$ cat src/include/npu_cfg.svh
`ifndef NPU_CFG_SVH
`define NPU_CFG_SVH

// Datapath geometry
`define NPU_LANES       8
`define NPU_LANE_W      8     // Signed activation lane
`define NPU_BIAS_W      16    // Signed bias lane
`define NPU_INST_W      64

// Address widths
`define NPU_IOB_AW      8     // 256 words per bank
`define NPU_INST_AW     6     // 64 instructions
`define NPU_BIAS_AW     4     // 16 bias words
`define NPU_DMA_AW      16

// Instruction fields, MSB first
`define NPU_F_OP        63:60
`define NPU_F_DMA_MODE  59:56
`define NPU_F_DMA_SRC   55:40
`define NPU_F_DMA_DST   39:24
`define NPU_F_DMA_LINES 23:16
`define NPU_F_CALC_FLAG 59
`define NPU_F_CALC_ACT  58
`define NPU_F_CALC_SHFT 57:55
`define NPU_F_CALC_SRC  54:47
`define NPU_F_CALC_DST  46:39
`define NPU_F_CALC_BIAS 38:35
`define NPU_F_CALC_LEN  34:27

`endif

$ cat src/hdl/npu_pkg.sv
`include "npu_cfg.svh"

package npu_pkg;

    // Storage words
    typedef logic [`NPU_INST_W-1:0]             inst_t;
    typedef logic [`NPU_LANES*`NPU_LANE_W-1:0]  iob_word_t;
    typedef logic [`NPU_LANES*`NPU_BIAS_W-1:0]  bias_word_t;

    // Addresses
    typedef logic [`NPU_IOB_AW-1:0]  iob_addr_t;
    typedef logic [`NPU_INST_AW-1:0] inst_addr_t;
    typedef logic [`NPU_BIAS_AW-1:0] bias_addr_t;
    typedef logic [`NPU_DMA_AW-1:0]  dma_addr_t;

    // Instruction fields
    typedef logic [3:0] dma_mode_t;
    typedef logic [2:0] shift_t;
    typedef logic [7:0] calc_len_t;   // Word count

    typedef enum logic [3:0] {
        OP_NOP  = 4'd0,
        OP_DMA  = 4'd1,
        OP_CALC = 4'd2,
        OP_END  = 4'd15
    } opcode_e;

    typedef enum logic [2:0] {
        ST_IDLE,
        ST_FETCH,
        ST_DECODE,
        ST_DMA_WAIT,
        ST_CALC_WAIT
    } ctrl_state_e;

    typedef enum logic [1:0] {
        ES_IDLE,
        ES_BIAS,
        ES_RUN,
        ES_DRAIN
    } eng_state_e;

endpackage

$ cat src/hdl/inst_ctrl.sv
`timescale 1ns/1ps
`include "npu_cfg.svh"

module inst_ctrl (
    input  logic                i_clk,
    input  logic                i_rst_n,
    input  logic                i_start_npu,
    input  logic                i_stop_npu,
    // Fetch
    output logic                o_inst_rd_en,
    output npu_pkg::inst_addr_t o_pc,
    input  npu_pkg::inst_t      i_inst,
    input  logic                i_inst_vld,
    // DMA
    output logic                o_ex_dma,
    output npu_pkg::dma_mode_t  o_dma_mode,
    output npu_pkg::dma_addr_t  o_src_start,
    output npu_pkg::dma_addr_t  o_dest_start,
    output npu_pkg::calc_len_t  o_d_lines,
    input  logic                i_dma_finish,
    // Status
    output logic                o_npu_idle,
    output logic                o_internal_stop,
    // Engine
    output logic                o_calc_start,
    output logic                o_buffer_flag,
    output logic                o_act_relu,
    output npu_pkg::shift_t     o_shift,
    output npu_pkg::iob_addr_t  o_src_addr,
    output npu_pkg::iob_addr_t  o_dst_addr,
    output npu_pkg::bias_addr_t o_bias_addr,
    output npu_pkg::calc_len_t  o_calc_len,
    input  logic                i_calc_done
);
    import npu_pkg::*;

    ctrl_state_e state;
    inst_addr_t  pc;
    logic        stop_q;
    opcode_e     opcode;
    logic        dec_vld;

    assign opcode       = opcode_e'(i_inst[`NPU_F_OP]);
    assign dec_vld      = (state == ST_DECODE) && i_inst_vld;
    assign o_pc         = pc;
    assign o_inst_rd_en = (state == ST_FETCH) && !stop_q;

    // Stop request waits for the next fetch boundary
    always_ff @(posedge i_clk or negedge i_rst_n) begin
        if (!i_rst_n) begin
            stop_q <= 1'b0;
        end else if (state == ST_IDLE) begin
            stop_q <= 1'b0;
        end else if (i_stop_npu) begin
            stop_q <= 1'b1;
        end
    end

    ////////////////////////////////////////////////////////////////////////////
    // Sequencer
    ////////////////////////////////////////////////////////////////////////////
    always_ff @(posedge i_clk or negedge i_rst_n) begin
        if (!i_rst_n) begin
            state           <= ST_IDLE;
            pc              <= '0;
            o_npu_idle      <= 1'b1;
            o_internal_stop <= 1'b0;
            o_ex_dma        <= 1'b0;
            o_calc_start    <= 1'b0;
        end else begin
            o_internal_stop <= 1'b0;
            o_ex_dma        <= 1'b0;
            o_calc_start    <= 1'b0;
            case (state)
                ST_IDLE: if (i_start_npu) begin
                    pc         <= '0;
                    o_npu_idle <= 1'b0;
                    state      <= ST_FETCH;
                end
                ST_FETCH: if (stop_q) begin
                    o_npu_idle      <= 1'b1;
                    o_internal_stop <= 1'b1;
                    state           <= ST_IDLE;
                end else begin
                    state <= ST_DECODE;   // Word valid next cycle
                end
                ST_DECODE: if (i_inst_vld) begin
                    case (opcode)
                        OP_DMA: begin
                            o_ex_dma <= 1'b1;
                            state    <= ST_DMA_WAIT;
                        end
                        OP_CALC: begin
                            o_calc_start <= 1'b1;
                            state        <= ST_CALC_WAIT;
                        end
                        OP_END: begin
                            o_npu_idle      <= 1'b1;
                            o_internal_stop <= 1'b1;
                            state           <= ST_IDLE;
                        end
                        default: begin   // NOP and unknown codes skip
                            pc    <= pc + 1'b1;
                            state <= ST_FETCH;
                        end
                    endcase
                end
                ST_DMA_WAIT: if (i_dma_finish) begin
                    pc    <= pc + 1'b1;
                    state <= ST_FETCH;
                end
                ST_CALC_WAIT: if (i_calc_done) begin
                    pc    <= pc + 1'b1;
                    state <= ST_FETCH;
                end
                default: state <= ST_IDLE;
            endcase
        end
    end

    // Decoded fields, held until the next instruction of the same kind
    always_ff @(posedge i_clk or negedge i_rst_n) begin
        if (!i_rst_n) begin
            o_dma_mode    <= '0;
            o_src_start   <= '0;
            o_dest_start  <= '0;
            o_d_lines     <= '0;
            o_buffer_flag <= 1'b0;
            o_act_relu    <= 1'b0;
            o_shift       <= '0;
            o_src_addr    <= '0;
            o_dst_addr    <= '0;
            o_bias_addr   <= '0;
            o_calc_len    <= '0;
        end else if (dec_vld && opcode == OP_DMA) begin
            o_dma_mode   <= i_inst[`NPU_F_DMA_MODE];
            o_src_start  <= i_inst[`NPU_F_DMA_SRC];
            o_dest_start <= i_inst[`NPU_F_DMA_DST];
            o_d_lines    <= i_inst[`NPU_F_DMA_LINES];
        end else if (dec_vld && opcode == OP_CALC) begin
            o_buffer_flag <= i_inst[`NPU_F_CALC_FLAG];
            o_act_relu    <= i_inst[`NPU_F_CALC_ACT];
            o_shift       <= i_inst[`NPU_F_CALC_SHFT];
            o_src_addr    <= i_inst[`NPU_F_CALC_SRC];
            o_dst_addr    <= i_inst[`NPU_F_CALC_DST];
            o_bias_addr   <= i_inst[`NPU_F_CALC_BIAS];
            o_calc_len    <= i_inst[`NPU_F_CALC_LEN];
        end
    end

endmodule

$ cat config.mk
export PLATFORM = sky130hd
export DESIGN_NAME = inst_ctrl
export DESIGN_NICKNAME = d
export VERILOG_FILES = /design/src/hdl/npu_pkg.sv /design/src/hdl/inst_ctrl.sv
export VERILOG_INCLUDE_DIRS = /design/src /design/src/include
export SDC_FILE = /design/constraint.sdc
export NUM_CORES = 1
export LEC_CHECK = 0
export ABC_AREA = 1
export BUFFER_PORTS_ARGS = -buffer_cell sky130_fd_sc_hd__buf_2
export CAP_MARGIN = 10
export CORE_UTILIZATION = 50
export CTS_CLUSTER_DIAMETER = 40
export CTS_CLUSTER_SIZE = 30
export DETAILED_ROUTE_END_ITERATION = 8
export PLACE_DENSITY = 0.83
export SETUP_SLACK_MARGIN = 0.02
export SYNTH_ARGS = -nofsm -noshare
export SYNTH_HDL_FRONTEND = slang
export SYNTH_SLANG_ARGS = --single-unit
$ cat constraint.sdc
create_clock -name i_clk -period 2.3 [get_ports i_clk]
set_input_delay 0.115 -clock i_clk [delete_from_list [all_inputs] [get_ports i_clk]]
set_output_delay 0.115 -clock i_clk [all_outputs]
set_load 0.005 [all_outputs]
# --- Word level (Yosys, flattened, before mapping) ---
# Index checks and enable logic that the tools add are counted.
op_classes:
  n_addsub: 1
  eq_ne: 14
  n_mux: 30
  bitwise_logic: 1
  reduce_logical: 14
ops:
  columns: ["op", "count"]
  rows:
  - ["2-to-1 mux 6 bit", 5]
  - ["one-hot mux 6 bit (4 select lines)", 1]
  - ["2-to-1 mux 1 bit", 15]
  - ["one-hot mux 3 bit (5 select lines)", 1]
  - ["2-to-1 mux 3 bit", 4]
  - ["inequality test 2 bit (second input constant)", 6]
  - ["one-hot mux 3 bit (3 select lines)", 1]
  - ["adder 6 x 1 -> 6 bit (second input constant)", 1]
  - ["== test 3 x 2 -> 1 bit (second input constant)", 2]
  - ["AND reduction 6 bit", 1]
  - ["AND reduction 5 bit", 1]
  - ["== test 4 x 1 -> 1 bit (second input constant)", 1]
  - ["== test 4 x 2 -> 1 bit (second input constant)", 1]
  - ["== test 4 bit (second input constant)", 1]
  - ["logical AND 1 bit", 4]
  - ["AND reduction 4 bit", 1]
  - ["nonzero test 4 bit", 1]
  - ["== test 3 x 1 -> 1 bit (second input constant)", 1]
  - ["== test 3 bit (second input constant)", 1]
  - ["zero test 3 bit", 1]
  - ["one-hot mux 1 bit (3 select lines)", 1]
  - ["nonzero test 3 bit", 1]
  - ["OR reduction 3 bit", 1]
  - ["2-to-1 mux 2 bit", 1]
  - ["6 further kinds", 6]
totals:
  reg_bits: 91
  in_bits: 71
  word_cells: 78

# --- Longest topological paths before layout ---
logic_depth:
  ltp_word: 5
  depth_mapped: 9
  depth_no_buf: 8

# --- Least setup slack after synthesis ---
# OpenSTA, ideal clock, no wires.
synth_path:
  path_kind: "register to register"
  startpoint: "register state[2]"
  endpoint: "register o_dma_mode[0]"
  setup_ps: 121
  arrival_time_ps: 1187
  required_ps: 2179
  setup_slack_ps: 992
  stages_incl_launch_ff: 9
  period_less_slack_ps: 1308
  cell_sequence: "dfrtp_1 > nor2_4 > nand2_2 > nor2_4 > nand2_2 > buf_6 > buf_6 > nand2_1 > o21ai_1"
synth_via:
  elab_chain_len: 3
synth_lines:
  columns: ["element", "line", "source"]
  rows:
  - ["start: declaration", "inst_ctrl.sv:37", "ctrl_state_e state;"]
  - ["start signal: assignment", "inst_ctrl.sv:64", "state <= ST_IDLE;"]
  - ["start signal: assignment", "inst_ctrl.sv:78", "state <= ST_FETCH;"]
  - ["start signal: assignment", "inst_ctrl.sv:83", "state <= ST_IDLE;"]
  - ["== test 3 x 2 -> 1 bit", "inst_ctrl.sv:44", "assign dec_vld = (state == ST_DECODE) && i_inst_vld;"]
  - ["logical AND 1 bit", "inst_ctrl.sv:44", null]
  - ["logical AND 1 bit", "inst_ctrl.sv:135", "end else if (dec_vld && opcode == OP_DMA) begin"]
  - ["end signal: assignment", "inst_ctrl.sv:136", "o_dma_mode <= i_inst[`NPU_F_DMA_MODE];"]
  - ["end: declaration", "inst_ctrl.sv:16", "output npu_pkg::dma_mode_t o_dma_mode,"]
# No other way between the ends.
# A chain may end at the register's enable or synchronous reset.

# --- Final worst setup path ---
layout_path:
  startpoint: "register state[2]"
  endpoint: "register o_d_lines[1]"
layout_via:
  elab_chain_len: 3
layout_lines:
  columns: ["element", "line", "source"]
  rows:
  - ["== test 3 x 2 -> 1 bit", "inst_ctrl.sv:44", null]
  - ["logical AND 1 bit", "inst_ctrl.sv:44", null]
  - ["logical AND 1 bit", "inst_ctrl.sv:135", null]
  - ["end signal: assignment", "inst_ctrl.sv:139", "o_d_lines <= i_inst[`NPU_F_DMA_LINES];"]
  - ["end: declaration", "inst_ctrl.sv:19", "output npu_pkg::calc_len_t o_d_lines,"]
# No other way between the ends.

==> results.json <==
{
  "status": "completed",
  "yosys-top-cells-count": "nand2_1 (135), dfrtp_1 (90), inv_1 (52)",
  "num-fill-cells": 609,
  "ys.flop_type": "dfrtp_1",
  "die_area_um2": 7890,
  "num_vias": 3254,
  "cts_setup_buffers": 0,
  "async_flop_share_pct": 100,
  "io_pins": 159,
  "fin_crit_ns": 1.73,
  "initialDrtViolationCount": 140,
  "root_buffer": "clkbuf_8",
  "drtAntennaViolNets": 0,
  "grt_pass1_vias": 2944,
  "grt_antenna_before_repair": 0,
  "drv_cap": 0,
  "hold_viol": 0,
  "fmax_ghz": 0.577,
  "netlist_area_um2": 3770,
  "yosys-top-cells-area": "dfrtp_1 (60%), nand2_1 (13%), inv_1 (5.2%), o21ai_1 (4.1%), o21ai_0 (4.0%)",
  "area_growth_pct": 28.8,
  "drcViolationCount": 0,
  "synthDistinctLibCells": 24,
  "dr.pass1.iters": 4,
  "leakagePower_nw": 2.86,
  "ctsHtreeMaxLevel": 3,
  "worstHoldPathCells": 3,
  "io_buffers": 142,
  "endpoint_kind": "flop",
  "ys_seq_area_share_pct": 60.5,
  "drive_above_1_share_pct": 31.5,
  "grt_start_max_net_pins": 52,
  "finClkSkew_ns": 0.0154,
  "diodes": 0,
  "worstSetupPathType": "flop to flop",
  "setup-tns-final_ns": 0,
  "dpl_cell_area_um2": 4550,
  "final_util_pct": 66.9,
  "cts_resized": 0,
  "rows": 31,
  "synth_most_common_cell": "nand2_1",
  "cts_made_buffers": 9,
  "synth_fp_nets": 487,
  "synth_edf_count": 0,
  "wl_mm": 8.53,
  "final_area_um2": 4850,
  "routedWlPerCell_um": 12.7,
  "hold_path.class": "input port to flop",
  "cp-start-kind": "flop",
  "synth_top_area_share_pct": 59.8,
  "post-route-period-util_pct": 75.4,
  "cts.clk_slew.worst_paths_ns": 0.09,
  "viasPerCell": 4.83,
  "cp.arrival_ns": 2.02,
  "clockBufferDepth": 2,
  "crit_required_ns": 2.59,
  "setup_violations": 0,
  "track_usage_pct": 21.7,
  "cts_tree": "built",
  "vdd_drop_max_mv": 0.579,
  "yosys_warnings": 0,
  "path_max_fanout": 21,
  "grt-ovfl-total": 0,
  "synth_area_leader_cell": "dfrtp_1",
  "fp.dieH_um": 88.8,
  "clock_latency_ns": 0.35,
  "worstMarginPinSlew_ns": 0.529,
  "core_um2": 7250,
  "cp.depth": 7,
  "nNetsFinal": 642,
  "initial_core_util_pct": 52.0,
  "path_cells": "nor2_4, nand2_2, nor2_4, nand2_2, inv_1, nand2_1, nand2_1",
  "ys_seq_elements": 91,
  "whs_ns": 0.0163,
  "die_x_um": 88.8,
  "slowest_delay_ns": 0.46,
  "slowest_stage": "dfrtp_1",
  "finalMaxSlewViolations": 0,
  "r2r_slack_ns": 0.57,
  "synthCells": 415,
  "grt_pass1_wl_mm": 13.0,
  "crit_family": "simple AND/OR/NAND/NOR gates",
  "rsz0062_at_grt": "no",
  "gp_congestion": 0.926,
  "cts_sinks": 91,
  "p_per_area_nw_per_um2": 937,
  "reg2regPathDepth": 7,
  "hpwl_mm": 6.00,
  "syn_area_per_cell_um2": 9.08,
  "slew_headroom_pct": 64.7,
  "crit_buf_inv": 1
}
-- flip-flops by register name, indices dropped and copies added (netlist names), 3 cells and up --
signal	count
o_bias_addr	4
o_calc_len	8
o_d_lines	8
o_dest_start	16
o_dma_mode	4
o_dst_addr	8
o_pc	6
o_shift	3
o_src_addr	8
o_src_start	16
state	3
-- routing by layer --
metal  share of wire, %  GRT usage [%]  vias to the layer above
li1                   -              -                     1594
met1                 44           26.9                     1512
met4                2.0           9.24                        0
met2                 48           37.4                      131
met5                  0              0                        -
met3                6.0           4.01                       17
-- cell families after synthesis --
logic type / Yosys count / synth area share (%)
and+or+nand+nor: 177 / 19.3
DFF: 91 / 60.5
AOI/OAI and AO/OA: 74 / 10.7
buffers and inverters: 69 / 8.53
xor gates and xnor gates: 3 / 0.697
adders and majority gates: 1 / 0.332
-- timing repair --
action	in CTS	in global routing
hold buffers	13	0
setup endpoints to repair	0	0
hold endpoints to repair	51	0
-- worst paths after layout --
check	endpoint	start
max reg2reg	o_d_lines[1]	state[2]
min in group asynchronous	o_src_addr[6]	i_rst_n
max in group asynchronous	o_dst_addr[7]	i_rst_n
max	o_d_lines[1]	state[2]
min reg2reg	o_npu_idle	o_npu_idle
min	o_src_addr[4]	i_inst[51]
-- cells in the final DEF, fill, tap and decap left out, types with 3 or more instances in the layout --
master and n:
nor2_1 18, buf_4 4, buf_2 141, clkbuf_8 10, nor2_4 3, o21ai_2 9
a21oi_1 4, nand3_1 15, inv_1 52, nand2_1 135, dfrtp_1 90, o21ai_0 30
dlygate4sd3_1 13, o21ai_1 31, nand2_2 3
-- power breakdown --
part	total [mW]	internal, mW	switching, mW	leakage [nW]
registers	2.27	2.02	0.250	1.23
clock network	0.964	0.427	0.537	0.0901
logic	1.31	0.597	0.714	1.54
total	4.54	3.04	1.50	2.86
-- worst min-delay path, delay by kind of cell --
kind / cells / cell delay [ns]
AOI/OAI and AO/OA: 1 / 0.06
buffers and inverters: 2 / 0.16
-- stage by stage --
step | power, mW | worst slack [ns] | std cells
4_1_cts | 4.58 | 0.577 | 674
5_1_grt | 4.87 | 0.393 | 674
3_5_place_dp | 3.60 | 0.602 | 645
6_report | 4.54 | 0.566 | 674
3_3_place_gp | 3.52 | 0.653 | 645
2_1_floorplan | 2.94 | 0.992 | 415
-- cell type report --
cell class / count / area [um^2] / share of cell area, %
Tap cell: 99 / 124 / 2.55
Clock buffer: 11 / 141 / 2.91
Timing Repair Buffer: 160 / 906 / 18.7
Inverter: 53 / 199 / 4.10
Clock inverter: 5 / 35.0 / 0.722
Sequential cell: 91 / 2280 / 47.0
Multi-Input combinational cell: 255 / 1170 / 24.1
No activity file was read; power rests on OpenSTA's default activity.
