[config.mk]
export PLATFORM = sky130hd
export DESIGN_NAME = vector_engine
export DESIGN_NICKNAME = d
export VERILOG_FILES = /design/src/hdl/npu_pkg.sv /design/src/hdl/vector_engine.sv
export VERILOG_INCLUDE_DIRS = /design/src /design/src/include
export SDC_FILE = /design/constraint.sdc
export NUM_CORES = 1
export LEC_CHECK = 0
export BUFFER_PORTS_ARGS = -buffer_cell sky130_fd_sc_hd__buf_2
export CORE_ASPECT_RATIO = 0.5
export CORE_MARGIN = 5
export CORE_UTILIZATION = 55
export DETAILED_ROUTE_END_ITERATION = 6
export GPL_ROUTABILITY_DRIVEN = 0
export MAX_ROUTING_LAYER = met4
export PLACE_DENSITY = 0.78
export SLEW_MARGIN = 20
export SYNTH_ARGS = -nofsm -noshare
export SYNTH_HDL_FRONTEND = slang
export SYNTH_SLANG_ARGS = --single-unit
export TNS_END_PERCENT = 30
[constraint.sdc]
create_clock -name i_clk -period 16.6 [get_ports i_clk]
set_input_delay 0 -clock i_clk [delete_from_list [all_inputs] [get_ports i_clk]]
set_output_delay 0 -clock i_clk [all_outputs]
set_load 0.1 [all_outputs]
[src/include/npu_cfg.svh]
`ifndef NPU_CFG_SVH
`define NPU_CFG_SVH

// Datapath geometry
`define NPU_LANES       8
`define NPU_LANE_W      8     // Signed activation lane
`define NPU_BIAS_W      16    // Signed bias lane
`define NPU_INST_W      64

// Address widths
`define NPU_IOB_AW      8     // 256 words per bank
`define NPU_INST_AW     6     // 64 instructions
`define NPU_BIAS_AW     4     // 16 bias words
`define NPU_DMA_AW      16

// Instruction fields, MSB first
`define NPU_F_OP        63:60
`define NPU_F_DMA_MODE  59:56
`define NPU_F_DMA_SRC   55:40
`define NPU_F_DMA_DST   39:24
`define NPU_F_DMA_LINES 23:16
`define NPU_F_CALC_FLAG 59
`define NPU_F_CALC_ACT  58
`define NPU_F_CALC_SHFT 57:55
`define NPU_F_CALC_SRC  54:47
`define NPU_F_CALC_DST  46:39
`define NPU_F_CALC_BIAS 38:35
`define NPU_F_CALC_LEN  34:27

`endif

[src/hdl/npu_pkg.sv]
`include "npu_cfg.svh"

package npu_pkg;

    // Storage words
    typedef logic [`NPU_INST_W-1:0]             inst_t;
    typedef logic [`NPU_LANES*`NPU_LANE_W-1:0]  iob_word_t;
    typedef logic [`NPU_LANES*`NPU_BIAS_W-1:0]  bias_word_t;

    // Addresses
    typedef logic [`NPU_IOB_AW-1:0]  iob_addr_t;
    typedef logic [`NPU_INST_AW-1:0] inst_addr_t;
    typedef logic [`NPU_BIAS_AW-1:0] bias_addr_t;
    typedef logic [`NPU_DMA_AW-1:0]  dma_addr_t;

    // Instruction fields
    typedef logic [3:0] dma_mode_t;
    typedef logic [2:0] shift_t;
    typedef logic [7:0] calc_len_t;   // Word count

    typedef enum logic [3:0] {
        OP_NOP  = 4'd0,
        OP_DMA  = 4'd1,
        OP_CALC = 4'd2,
        OP_END  = 4'd15
    } opcode_e;

    typedef enum logic [2:0] {
        ST_IDLE,
        ST_FETCH,
        ST_DECODE,
        ST_DMA_WAIT,
        ST_CALC_WAIT
    } ctrl_state_e;

    typedef enum logic [1:0] {
        ES_IDLE,
        ES_BIAS,
        ES_RUN,
        ES_DRAIN
    } eng_state_e;

endpackage

[src/hdl/vector_engine.sv]
`timescale 1ns/1ps
`include "npu_cfg.svh"

module vector_engine (
    input  logic                i_clk,
    input  logic                i_rst_n,
    input  logic                i_calc_start,
    input  logic                i_act_relu,
    input  npu_pkg::shift_t     i_shift,
    input  npu_pkg::iob_addr_t  i_src_addr,
    input  npu_pkg::iob_addr_t  i_dst_addr,
    input  npu_pkg::bias_addr_t i_bias_addr,
    input  npu_pkg::calc_len_t  i_calc_len,
    output logic                o_calc_done,
    output logic                o_bias_rd_en,
    output npu_pkg::bias_addr_t o_bias_addr,
    input  npu_pkg::bias_word_t i_bias,
    output logic                o_rd_en,
    output npu_pkg::iob_addr_t  o_raddr,
    input  npu_pkg::iob_word_t  i_rdata,
    output logic                o_wr_en,
    output npu_pkg::iob_addr_t  o_waddr,
    output npu_pkg::iob_word_t  o_wdata
);
    import npu_pkg::*;

    eng_state_e state;
    calc_len_t  idx;        // Read word index
    calc_len_t  s1_idx;     // Index of the word now on i_rdata
    logic       s1_vld;
    bias_word_t bias_q;
    iob_word_t  result;

    // Bias add, arithmetic shift, optional ReLU, saturate to int8
    function automatic logic [`NPU_LANE_W-1:0] lane_op(
        input logic signed [`NPU_LANE_W-1:0] act,
        input logic signed [`NPU_BIAS_W-1:0] bias,
        input shift_t                        sh,
        input logic                          relu
    );
        logic signed [`NPU_BIAS_W:0] sum;
        sum = act + bias;
        sum = sum >>> sh;
        if (relu && sum < 0) sum = '0;
        if (sum > 17'sd127)  return 8'h7f;
        if (sum < -17'sd128) return 8'h80;
        return sum[`NPU_LANE_W-1:0];
    endfunction

    always_comb begin
        for (int l = 0; l < `NPU_LANES; l++) begin
            result[l*`NPU_LANE_W +: `NPU_LANE_W] =
                lane_op(i_rdata[l*`NPU_LANE_W +: `NPU_LANE_W],
                        bias_q[l*`NPU_BIAS_W +: `NPU_BIAS_W], i_shift, i_act_relu);
        end
    end

    assign o_bias_rd_en = (state == ES_BIAS);
    assign o_bias_addr  = i_bias_addr;
    assign o_rd_en      = (state == ES_RUN);
    assign o_raddr      = i_src_addr + idx;

    always_ff @(posedge i_clk or negedge i_rst_n) begin
        if (!i_rst_n) begin
            state       <= ES_IDLE;
            idx         <= '0;
            s1_vld      <= 1'b0;
            o_wr_en     <= 1'b0;
            o_calc_done <= 1'b0;
        end else begin
            o_calc_done <= 1'b0;
            s1_vld      <= o_rd_en;
            o_wr_en     <= s1_vld;    // Write two cycles after the read
            case (state)
                ES_IDLE: if (i_calc_start) begin
                    idx   <= '0;
                    state <= ES_BIAS;
                end
                ES_BIAS: state <= ES_RUN;
                ES_RUN: begin
                    idx <= idx + 1'b1;
                    if (idx == i_calc_len - 1'b1) state <= ES_DRAIN;
                end
                ES_DRAIN: if (o_wr_en && !s1_vld) begin   // Last write this cycle
                    o_calc_done <= 1'b1;
                    state       <= ES_IDLE;
                end
                default: state <= ES_IDLE;
            endcase
        end
    end

    // Datapath registers
    always_ff @(posedge i_clk) begin
        if (state == ES_RUN && idx == '0) bias_q <= i_bias;   // Bias data lands here
        s1_idx  <= idx;
        o_waddr <= i_dst_addr + s1_idx;
        o_wdata <= result;
    end

endmodule

* Word-level counts from Yosys, hierarchy flattened
Index checks and enable logic that the tools add are counted.
Cells by class: add/sub/neg operators 12, order comparisons 24, equal/unequal tests 7, shift operators 8, muxes and demuxes 72, reductions and logical operators 16
Operators by type and width (count):
- two-way mux 8 bit | 33
- adder 8 x 16 -> 17 bit | 8
- greater-than comparator 17 x 8 -> 1 bit (second input constant) | 8
- < comparator 17 x 1 -> 1 bit (second input constant) | 8
- < comparator 17 x 8 -> 1 bit (second input constant) | 8
- two-way mux 17 bit | 8
- >>> shifter 17 x 3 -> 17 bit | 8
- two-way mux 1 bit | 26
- adder 8 bit | 2
- case mux 8 bit (2 select lines) | 1
- logical AND 1 bit | 10
- adder 8 x 1 -> 8 bit (second input constant) | 1
- equality test 8 bit | 1
- logical NOT 8 bit | 1
- case mux 2 bit (4 select lines) | 1
- subtractor 8 x 1 -> 8 bit (second input constant) | 1
- two-way mux 2 bit | 3
- equality test 2 bit (second input constant) | 2
- inequality test 2 bit (second input constant) | 2
- AND reduction 3 bit | 1
- equality test 2 x 1 -> 1 bit (second input constant) | 1
- logical NOT 2 bit | 1
- inequality test 2 x 1 -> 1 bit (second input constant) | 1
- AND reduction 2 bit | 1
- 2 further kinds | 2
Storage, ports and cells: bits in registers 221, input bits 227, output and inout bits 88, word-level logic and storage cells 148

* Depth between registers and ports, before layout
Gate-level depths: netlist (run 1).
depth after elaboration 10, depth in mapped cells 13, depth with buffers taken out 12

* Worst setup path after synthesis (run 1)
Ideal clock, no wire load.
path type register -> register, from register state[0], to register bias_q[0] (enable), library setup time 617 ps, data arrival time 7091 ps, data required time 15983 ps, path slack 8893 ps, stages on the path, launching flop included 5, buffers on the path 0, period minus slack after synthesis 7707 ps, cells stage by stage dfrtp_1 > inv_1 > ha_1 > or4bb_1 > nor2_1
On the way: cells in the longest elaborated chain, start to end 2
RTL lines:
- start: declaration | line vector_engine.sv:27 | eng_state_e state;
- start signal: assignment | line vector_engine.sv:65 | state <= ES_IDLE;
- start signal: assignment | line vector_engine.sv:77 | state <= ES_BIAS;
- start signal: assignment | line vector_engine.sv:79 | ES_BIAS: state <= ES_RUN;
- equality test 2 bit
- named net o_rd_en | line vector_engine.sv:18 | output logic o_rd_en,
- logical AND 1 bit | line vector_engine.sv:95 | if (state == ES_RUN && idx == '0) bias_q <= i_bias;
- end signal: assignment | line vector_engine.sv:95
- end: declaration | line vector_engine.sv:31 | bias_word_t bias_q;
The timed path passes the listed nets, and every way through them passes these cells. A chain may end at the register's enable or synchronous reset.

* Final worst setup path (run 1)
from register bias_q[64], to register o_wdata[33]
On the way: cells in the longest elaborated chain, start to end 10, elaborated cells between the ends (all ways) 13, those cells by class add/sub: 1; order compare: 3; shift: 1; mux: 7; reduce/logical: 1
RTL lines:
- adder 8 x 16 -> 17 bit * | line vector_engine.sv:42 | sum = act + bias;
- >>> shifter 17 x 3 -> 17 bit * | line vector_engine.sv:43 | sum = sum >>> sh;
- < comparator 17 x 1 -> 1 bit | line vector_engine.sv:44 | if (relu && sum < 0) sum = '0;
- logical AND 1 bit | line vector_engine.sv:44
- two-way mux 17 bit * | line vector_engine.sv:44
- < comparator 17 x 8 -> 1 bit | line vector_engine.sv:46 | if (sum < -17'sd128) return 8'h80;
- two-way mux 1 bit (2 in a row) | line vector_engine.sv:46
- two-way mux 8 bit | line vector_engine.sv:47 | return sum[`NPU_LANE_W-1:0];
- two-way mux 8 bit * | line vector_engine.sv:46
- end signal: assignment | line vector_engine.sv:98 | o_wdata <= result;
- end: declaration | line vector_engine.sv:23 | output npu_pkg::iob_word_t o_wdata
Every way passes the cells marked *; elsewhere a longest branch is shown, timed or not. The select of a mux whose other input is x is not followed.

==> results by group, run 1 <==
Outcome
  • Status: completed

Synthesis
  • Synth Net Count: 2622
  • Post-synth EDFFs: roughly 130
  • Mean Syn Cell Area: 8.77 µm²
  • Ys flop type: edfxtp_1
  • Synth top area share: 0.196
  • Ys Warns: 0
  • Synth top area cells: edfxtp_1, ha_1, dfxtp_1
  • Post-Syn Area: 19600 µm²
  • Post-synthesis register bit count: approximately 220
  • Synth unique cells: 96
  • Synth Instances: 2236
  • Register area share after synthesis: 0.294
  • Fraction of registers with async set or reset after synthesis: 0.0588
  • Synth area leader: edfxtp_1

Floorplan
  • Rows: 48
  • Core region area: 34800 µm²
  • Die Footprint: 39800 µm²
  • Initial Util: 0.563
  • # IOs: 315
  • Die Width: 277 µm
  • DIE HEIGHT: 144 µm

Critical path
  • CP max-delay cell: a2111oi_0
  • CP max FO: 7
  • Worst path required time: 17.05 ns
  • Setup CP Type: flop to flop
  • WP data arrival: 4.54 ns
  • Delay of the slowest cell on the worst path: 0.54 ns
  • Startpoint types: flop
  • Critical Path End Type: flop
  • CP most frequent cell: a21o_1
  • Cells along the critical path: ha_1, fa_1, a21o_1, a211oi_1, o2111ai_1, a2111oi_0, nor3_1, a221oi_1, o211ai_1, a2bb2oi_1, a41oi_1, a21o_1

STA
  • Clk_skew: around 0.021 ns
  • Final worst setup slack: 12.51 ns
  • Final setup violation count: 0
  • Min cycle time layout: 4.09 ns
  • Final worst hold slack: 0.000113 ns
  • Final-report max-slew violation count: 0
  • Fin. Hold Viols: 0
  • Fin crit share: 0.247
  • Slew margin rel.: 0.372
  • F_max: 0.244 GHz
  • Worst-margin pin slew: about 0.94 ns
  • RSZ-0062 raised after global routing: false
  • Fin Setup TNS: 0 ns

Pwr
  • Power, Total: 3490 µW
  • Pwr Density: 149 nW/µm²
  • P_leak: just under 0.01 µW
  • VDD IR max: roughly 0.00017 V

Detailed routing
  • Iter 0 DRT Violations: 1576
  • DRC: 0
  • DRT Pass-1 Iters: 6
  • Via/cell ratio: 6.24
  • Via Count: 19300
  • ANT nets after route: 0
  • Wirelength, routed: 57.5 mm
  • Routed len/inst: 18.6 µm

Global routing
  • Initial antenna violation count: 2
  • GRT Total Usage: 0.284
  • Global-route wire length before repair: approximately 90 mm
  • Grt ovf: 0
  • Largest net degree at the start of global routing: 85
  • Vias in the first global route: 18700

Placed design
  • Pre-CTS WS: 12.58 ns
  • Final HPWL DP: 41.3 mm
  • Count of input and output buffers: 306

CTS
  • H-Tree Depth: 1
  • Number of CTS-inserted buffers: 23
  • Clock latency on the worst-skew pair: roughly 0.57 ns
  • CTS-repair resized insts: 0
  • Clock transition at the registers of the reported paths: 0.07 ns
  • Clock buffer depth: 3
  • Clock sink total: between 200 and 250
  • CTS tree: built
  • Root Buffer: clkbuf_16

Min path
  • Worst min-delay path class: input pin to output pin

Layout
  • Area growth syn-to-layout: 19.8%
  • Layout cells sized above 1: 0.167
  • Final Util: 0.674
  • Layout net count: about 3000

Run
  • Max-Cap Viols: 0
sequential cells by signal, summed over array words and instances, names as in the netlist:
name,flops
bias_q,128
o_wdata,64
idx,8
o_waddr,8
s1_idx,8
state,2
o_calc_done,1
o_wr_en,1
s1_vld,1
worst paths after layout:
| check | startpoint | to | slack (ns) | cells after the start |
|---|---|---|---|---|
| worst max-delay path | bias_q[64] | o_wdata[33] | 12.51 | 12 |
| worst min-delay path | i_bias_addr[0] | o_bias_addr[0] | 0.0001 | 0 |
| worst max register to register | bias_q[64] | o_wdata[33] | 12.51 | 12 |
| worst min register to register | s1_vld | o_wr_en | 0.37 | 0 |
| max in group asynchronous | i_rst_n | o_calc_done | 15.70 | 3 |
| min in group asynchronous | i_rst_n | idx[1] | 0.51 | 3 |
layout by cell type, fill, tap and decap left out, types with 12 or more instances in the layout:
master,Yosys,routed
dfxtp_1,80,80
o211ai_1,36,36
o22ai_1,16,16
mux2_2,23,23
nand2_1,157,157
a21oi_1,180,180
o31ai_1,17,17
buf_4,4,12
mux2i_1,75,75
nand4_1,23,23
mux4_2,16,16
a31oi_1,22,22
nand3_1,62,62
nor2b_1,17,17
and2_1,17,17
buf_2,1,304
a211oi_1,55,55
and3_1,28,28
xor2_1,40,40
a21o_1,66,66
nor2_1,188,186
a221oi_1,13,13
o21ai_1,14,14
a211o_1,13,13
nor4_1,15,15
inv_1,58,55
dfrtp_1,13,13
edfxtp_1,128,128
xnor2_1,71,71
clkbuf_16,0,23
ha_1,149,149
o21ai_0,140,140
dlygate4sd3_1,0,145
nor3_1,46,46
nor3b_1,13,13
o21bai_1,23,23
o21a_1,30,30
or3_1,16,16
cell families (layout without fill, tap and decap cells):
group | after synthesis | count (layout) | synth area share
flip-flops | 221 | 221 | 0.294
AO/OA/AOI/OAI | 802 | 802 | 0.281
adder cells (fa/ha/maj) | 159 | 159 | 0.105
buffers and inverters | 180 | 560 | 0.0362
XOR/XNOR | 111 | 111 | 0.0496
AND/OR/NAND/NOR | 649 | 649 | 0.163
other | 0 | 5 | 0
multiplexers | 114 | 114 | 0.0699
synth_stat cells, types with 17 or more instances:
master	number
a21oi_1	180
o31ai_1	17
nand2_1	157
o21a_1	30
nor3_1	46
nand3_1	62
xnor2_1	71
edfxtp_1	128
and2_1	17
buf_1	24
a211oi_1	55
clkbuf_1	91
nor2b_1	17
xor2_1	40
mux2_2	23
and3_1	28
mux2i_1	75
nor2_1	188
inv_1	58
a31oi_1	22
o211ai_1	36
dfxtp_1	80
ha_1	149
o21ai_0	140
nand4_1	23
o21bai_1	23
a21o_1	66
critical path: cells and delay by family, from the launching register on:
| kind | cells | cell delay [ns] |
|---|---|---|
| simple gates | 1 | 0.14 |
| flops | 1 | 0.36 |
| fa+ha+maj | 2 | 0.65 |
| compound gates | 9 | 2.82 |
per-layer routing:
| metal | routed length (µm) | share of wire | vias up | GRT usage |
|---|---|---|---|---|
| met5 | 0 | 0 | - | - |
| met2 | 28200 | 0.49 | 726 | 0.495 |
| met4 | 2010 | 0.035 | 0 | 0.100 |
| met3 | 3940 | 0.069 | 137 | 0.0511 |
| li1 | - | - | 9384 | - |
| met1 | 23400 | 0.41 | 9075 | 0.336 |
power by group:
group | total [µW] | switching [µW] | internal (µW)
registers | 825 | 76.1 | 749
logic | 2170 | 1520 | 656
clock network | 495 | 237 | 258
total | 3490 | 1830 | 1660
metrics by stage:
step,area [µm²],instances
after floorplan,19600,2236
after global placement,21300,2905
after detailed placement,21300,2905
after CTS,23500,3091
after global routing,23500,3093
final,23500,3096
final cells by class:
class,count,area [µm²]
timing repair buffer,461,3060
multi-input combinational,1835,13100
clock buffer,27,591
fill,2843,11300
tap,475,594
sequential,221,5770
inverter,58,223
clock inverter,14,96.3
antenna,5,12.5
repair_timing:
item,CTS,global route
endpoints found under the setup margin,0,0
buffers inserted,0,0
hold endpoints to repair,159,0
hold buffers,145,0
Note: power is estimated with default switching activity, not from simulation.
==> run 2, diff against run 1 <==
- CORE_UTILIZATION: 55 -> 53
- clock period: 16.6 -> 3.7 ns (I/O delays scaled with it)
==> run 2 against run 1 <==
Against the previous run: the run now ends with setup timing left; combinational power grew to 4.7 times the previous value; fmax grew 10%; global-route usage shrank 0.96 points; critical endpoint is now o_wdata[41]; via count grew 1.5%; highest routed layer unchanged; design area grew 3.2%; core utilization shrank 0.51 points; largest cell class unchanged; sequential cell count is the same.
==> results by group, run 2 (synthesis gave the netlist of run 1 again) <==
Pwr
  • Power, Total: 16100 µW
  • Sw Share: 0.515
  • Pint: about 7800 µW
  • Gate power share: 0.626
  • Switch Pwr: 8300 µW
  • Clk pwr share: 0.145
  • Register share of total power: 0.229
  • Pwr Density: 665 nW/µm²
  • P_leak: between 0.01 and 0.015 µW
  • VDD IR max: 0.000901 V

Detailed routing
  • Via Count: 19600
  • Via/cell ratio: 6.21
  • DRC: 0
  • DRT Pass-1 Iters: 7
  • ANT nets after route: 0
  • Routed len/inst: 18.5 µm
  • Iter 0 DRT Violations: 1459
  • Wirelength, routed: 58.4 mm

Layout
  • Area growth syn-to-layout: 23.7%
  • Commonest non-fill, non-tap cell in the layout: buf_2
  • Max FFs per register: 128
  • Final std cells w/o fill: 3158
  • Post-route cell area: 24200 µm²
  • Layout net count: 3037
  • Largest Register: bias_q
  • Most frequent cells in the layout: buf_2, nor2_1, a21oi_1
  • Layout cells sized above 1: 0.198
  • Largest regs: bias_q (128), o_wdata (64)

Outcome
  • Failing checks: setup timing
  • Status: complete, but fails checks

CTS
  • Clock transition at the registers of the reported paths: 0.07 ns
  • CTS tree: built
  • Clock latency on the worst-skew pair: 0.54 ns
  • Clock buffer depth: 3
  • Number of CTS-inserted buffers: 23
  • H-Tree Depth: 1
  • Root Buffer: clkbuf_16
  • Clock sink total: 221

Floorplan
  • Rows: 49
  • # IOs: 315
  • Die Width: 282 µm
  • Die Footprint: 41200 µm²
  • Initial Util: 0.541
  • DIE HEIGHT: 146 µm
  • Core region area: 36200 µm²

Global routing
  • Largest net degree at the start of global routing: 129
  • Vias in the first global route: 18700
  • Initial antenna violation count: 5
  • GRT Total Usage: 0.274
  • Grt ovf: 0
  • Global-route wire length before repair: 92.7 mm

Critical path
  • Delay of the slowest cell on the worst path: 0.62 ns
  • Crit path buffers/inverters: 0
  • Startpoint types: flop
  • CP top delay family: compound AO/OA/AOI/OAI gates
  • CP max FO: 5
  • Setup CP Type: flop to flop
  • Cells along the critical path: ha_4, a21oi_1, nand4b_1, a2111oi_2, o211ai_1, and3_1, mux4_2, o41ai_2, a31oi_2, a21oi_2, o32ai_1
  • Reg2reg start: bias_q[81]
  • Critical Path End Type: flop
  • WP data arrival: between 4 and 5 ns
  • CP Launch Point: bias_q[81]
  • CP max-delay cell: a2111oi_2
  • Worst path required time: roughly 4.1 ns

STA
  • Final setup violation count: 1
  • Final-report max-slew violation count: 0
  • Final worst hold slack: around 0.00011 ns
  • Final worst setup slack: -0.0128 ns
  • F_max: 0.269 GHz
  • Min cycle time layout: around 3.7 ns
  • RSZ-0062 raised after global routing: true
  • Fin crit share: 1.00
  • Clk_skew: 0.0120 ns
  • Fin. Hold Viols: 0
  • Slew margin rel.: 0.312
  • Worst-margin pin slew: 1.03 ns

Min path
  • Worst min-delay path class: input pin to output pin
  • Worst hold start: i_bias_addr[0]

Placed design
  • Cell Area, Placed: between 20000 and 25000 µm²
  • Count of input and output buffers: 306
  • Placed Cells: 2959
  • Final HPWL DP: 41.9 mm

Run
  • Max-Cap Viols: 0
## run 2: cell count changes in the layout (fill, tap and decap cells not counted), sizes merged
cell      before  now
clkinv        11    7
clkinvlp       2    1
buf          316  367
diode          5    6
bufinv         0    1
inv           59   60
clkbuf        27   31
## run 2: layer usage
metal | GRT usage | part of all wire
met1 | 0.336 | 0.41
met2 | 0.464 | 0.49
met3 | 0.0362 | 0.054
met4 | 0.104 | 0.044
met5 | - | 0
## run 2: cell type report
cell class	instances	area, µm²
multi-input cells	1835	13400
clock inverters	11	93.8
diodes	6	15.0
fillers	2894	12000
repair buffers	512	3480
inverters	58	223
well taps	484	606
clock buffers	31	637
flip-flops and latches	221	5770
## run 2: final timing paths
kind,endpoint,slack (ns),depth (start not counted)
max,o_wdata[41],-0.01,11
min reg2reg,o_wr_en,0.38,0
max in group asynchronous,idx[3],2.76,3
max reg2reg,o_wdata[41],-0.01,11
min in group asynchronous,state[0],0.55,3
min,o_bias_addr[0],0.0001,0
## run 2: repair_timing
action                                 4_1_cts  5_1_grt
setup buffers                                0        6
pin swaps                                    3       18
resized for setup                            4       48
cloned                                       0        0
setup endpoints to repair                   19       53
hold buffers                               145        0
endpoints found under the hold margin      158        0
## run 2: stage by stage
step	utilization	TNS (ns)	setup slack (ns)
finish	0.669	-0.0128	-0.0128
global route	0.669	-2.45	-0.167
CTS	0.661	0	0.00688
detailed placement	0.600	-0.914	-0.108
global placement	0.600	-0.379	-0.0572
floorplan	-	0	0.00247
## run 2: power by group through the flow
stage	registers [µW]	clock network [µW]	logic (µW)
after global placement	3730	0	9480
final	3690	2340	10100
after detailed placement	3740	0	9610
after global routing	3730	2500	10800
after CTS	3690	2390	9800
after floorplan	5900	0	5440
## run 2: worst reg2reg max path: stages, from the launching register on
cell	delay [ns]
edfxtp_1	0.48
ha_4	0.32
a21oi_1	0.05
nand4b_1	0.33
a2111oi_2	0.62
o211ai_1	0.21
and3_1	0.23
mux4_2	0.52
o41ai_2	0.26
a31oi_2	0.19
a21oi_2	0.23
o32ai_1	0.13
==> run 3, diff against run 2 <==
- CTS_BUF_LIST: default -> sky130_fd_sc_hd__clkbuf_4 sky130_fd_sc_hd__clkbuf_8 sky130_fd_sc_hd__clkbuf_16
==> run 3 against run 2 <==
Against the previous run: the run ends with DRC left; via count rose by 0.20%; sequential share of layout area decreased by 0.067 points; core utilization grew 0.19 points; routed wire length is 0.27% higher; design area rose by 0.28%; worst setup slack better by 0.12 ns; combinational power hardly changed; global-route usage up 0.073 points; worst hold slack did not move; count of clock-buffer cells in the layout is the same; clock skew increased by 0.0022 ns; sequential cell count unchanged; highest routed layer unchanged.
==> results by group, run 3 (synthesis gave the netlist of run 1 again) <==
Layout
  • Area growth syn-to-layout: 24.0%
  • Register area: around 5800 µm²
  • Multi-input logic area: approximately 13000 µm²
  • Commonest non-fill, non-tap cell in the layout: buf_2
  • Most frequent cells in the layout: buf_2, nor2_1, a21oi_1
  • Largest Register: bias_q
  • Largest regs: bias_q (128), o_wdata (64)
  • Fill cell count: 2886
  • Layout cells sized above 1: 0.204
  • Final Util: 0.671
  • Post-route cell area: between 20000 and 25000 µm²
  • Layout net count: a little over 3000
  • Max FFs per register: 128

Detailed routing
  • Routed len/inst: 18.5 µm
  • Wirelength, routed: 58.5 mm
  • ANT nets after route: 0
  • Iter 0 DRT Violations: 1429
  • Via Count: between 15000 and 20000
  • Via/cell ratio: 6.22
  • DRT Pass-1 Iters: 7
  • DRC: 6

CTS
  • H-Tree Depth: 1
  • Clock sink total: 221
  • Number of CTS-inserted buffers: 23
  • CTS tree: built
  • Root Buffer: clkbuf_16
  • Clock latency on the worst-skew pair: 0.54 ns
  • Clock buffer depth: 3
  • Clock transition at the registers of the reported paths: 0.06 ns

Critical path
  • Reg2reg start: bias_q[48]
  • FF-to-FF End: o_wdata[25]
  • FF-to-FF path depth: 12
  • Critical Path End Type: flop
  • Worst path required time: 4.16 ns
  • Startpoint types: flop
  • WP data arrival: 4.06 ns
  • Reg-to-reg slack, setup: around 0.1 ns
  • CP max FO: 7
  • Setup CP Type: flop to flop

Global routing
  • GRT Total Usage: 0.275
  • Largest net degree at the start of global routing: roughly 130
  • Grt ovf: 0
  • Vias in the first global route: 18800
  • Global-route wire length before repair: 92.8 mm
  • Initial antenna violation count: 5

STA
  • Final worst hold slack: 0.000113 ns
  • F_max: 0.278 GHz
  • Slew margin rel.: 0.348
  • RSZ-0062 raised after global routing: true
  • Clk_skew: 0.0142 ns
  • Min cycle time layout: around 3.6 ns
  • Final worst setup slack: 0.102 ns
  • Final-report max-slew violation count: 0
  • Final setup violation count: 0
  • Fin. Hold Viols: 0
  • Worst-margin pin slew: 0.974 ns
  • Fin crit share: 0.972

Min path
  • Worst hold start: i_bias_addr[0]
  • Worst min-delay path class: input pin to output pin
  • Hold endpoint: o_bias_addr[0]
  • Hold path cells: 0

Placed design
  • Count of input and output buffers: 306
  • Final HPWL DP: 41.9 mm
  • Pre-CTS WS: -0.108 ns
  • Cell Area, Placed: 21700 µm²

Floorplan
  • Die Footprint: slightly above 40000 µm²
  • Initial Util: 0.541
  • DIE HEIGHT: about 150 µm
  • # IOs: 315
  • Rows: 49
  • Core region area: 36200 µm²
  • Die Width: 282 µm

Outcome
  • Status: complete, but fails checks
  • Failing checks: DRC

Pwr
  • P_leak: 0.0102 µW
  • Pwr Density: 666 nW/µm²
  • VDD IR max: 0.000901 V
  • Power, Total: roughly 16000 µW

Run
  • Max-Cap Viols: 0
[run 3: metrics by stage]
| stage | instances | setup TNS, ns |
|---|---|---|
| final | 3159 | 0 |
| after detailed placement | 2959 | -0.914 |
| after global placement | 2959 | -0.379 |
| after floorplan | 2236 | 0 |
| after global routing | 3158 | -1.66 |
| after CTS | 3145 | 0 |
[run 3: cell type report]
type                            instances  area share
Tap cell                              484      0.0249
Sequential cell                       221       0.237
Clock inverter                         11     0.00386
Timing Repair Buffer                  513       0.143
Antenna cell                            6    0.000617
Inverter                               58     0.00916
Multi-Input combinational cell       1835       0.554
Clock buffer                           31      0.0271
[run 3: metal layers]
layer  GRT usage  part of all wire  vias up  wire length (µm)
met5           -                 0        -                 0
met4       0.114             0.049        0              2890
met3      0.0362             0.059      174              3470
met2       0.461              0.48      721             28200
met1       0.336              0.41     9243             24000
li1            -                 -     9508                 -
[run 3: worst max path at each step]
stage,to,cells after the start,from
6_report,o_wdata[25],12,bias_q[48]
3_3_place_gp,o_wdata[32],13,bias_q[64]
2_1_floorplan,bias_q[0],4,state[0]
5_1_grt,o_wdata[13],11,bias_q[23]
3_5_place_dp,o_wdata[35],13,bias_q[64]
4_1_cts,o_wdata[56],12,bias_q[112]
[run 3: repair_timing]
item | CTS | global route
buffers inserted | 0 | 8
endpoints found under the hold margin | 158 | 0
endpoints found under the setup margin | 19 | 53
pin swaps | 3 | 17
resized for setup | 4 | 60
hold buffers | 144 | 0
[run 3: report_power, final]
part           leakage (µW)  switching [µW]  internal, µW
logic               0.00781            6920          3200
registers           0.00201             330          3360
clock network      0.000379            1060          1330
[run 3: critical path: stages (launching register included)]
cell      delay (ns)
edfxtp_1        0.37
ha_2            0.20
fa_2            0.35
a21o_1          0.18
a211o_1         0.31
a21o_1          0.18
or4b_4          0.50
and3_4          0.19
or3_1           0.34
a21o_1          0.19
o41ai_2         0.25
a41oi_2         0.26
o21bai_1        0.19
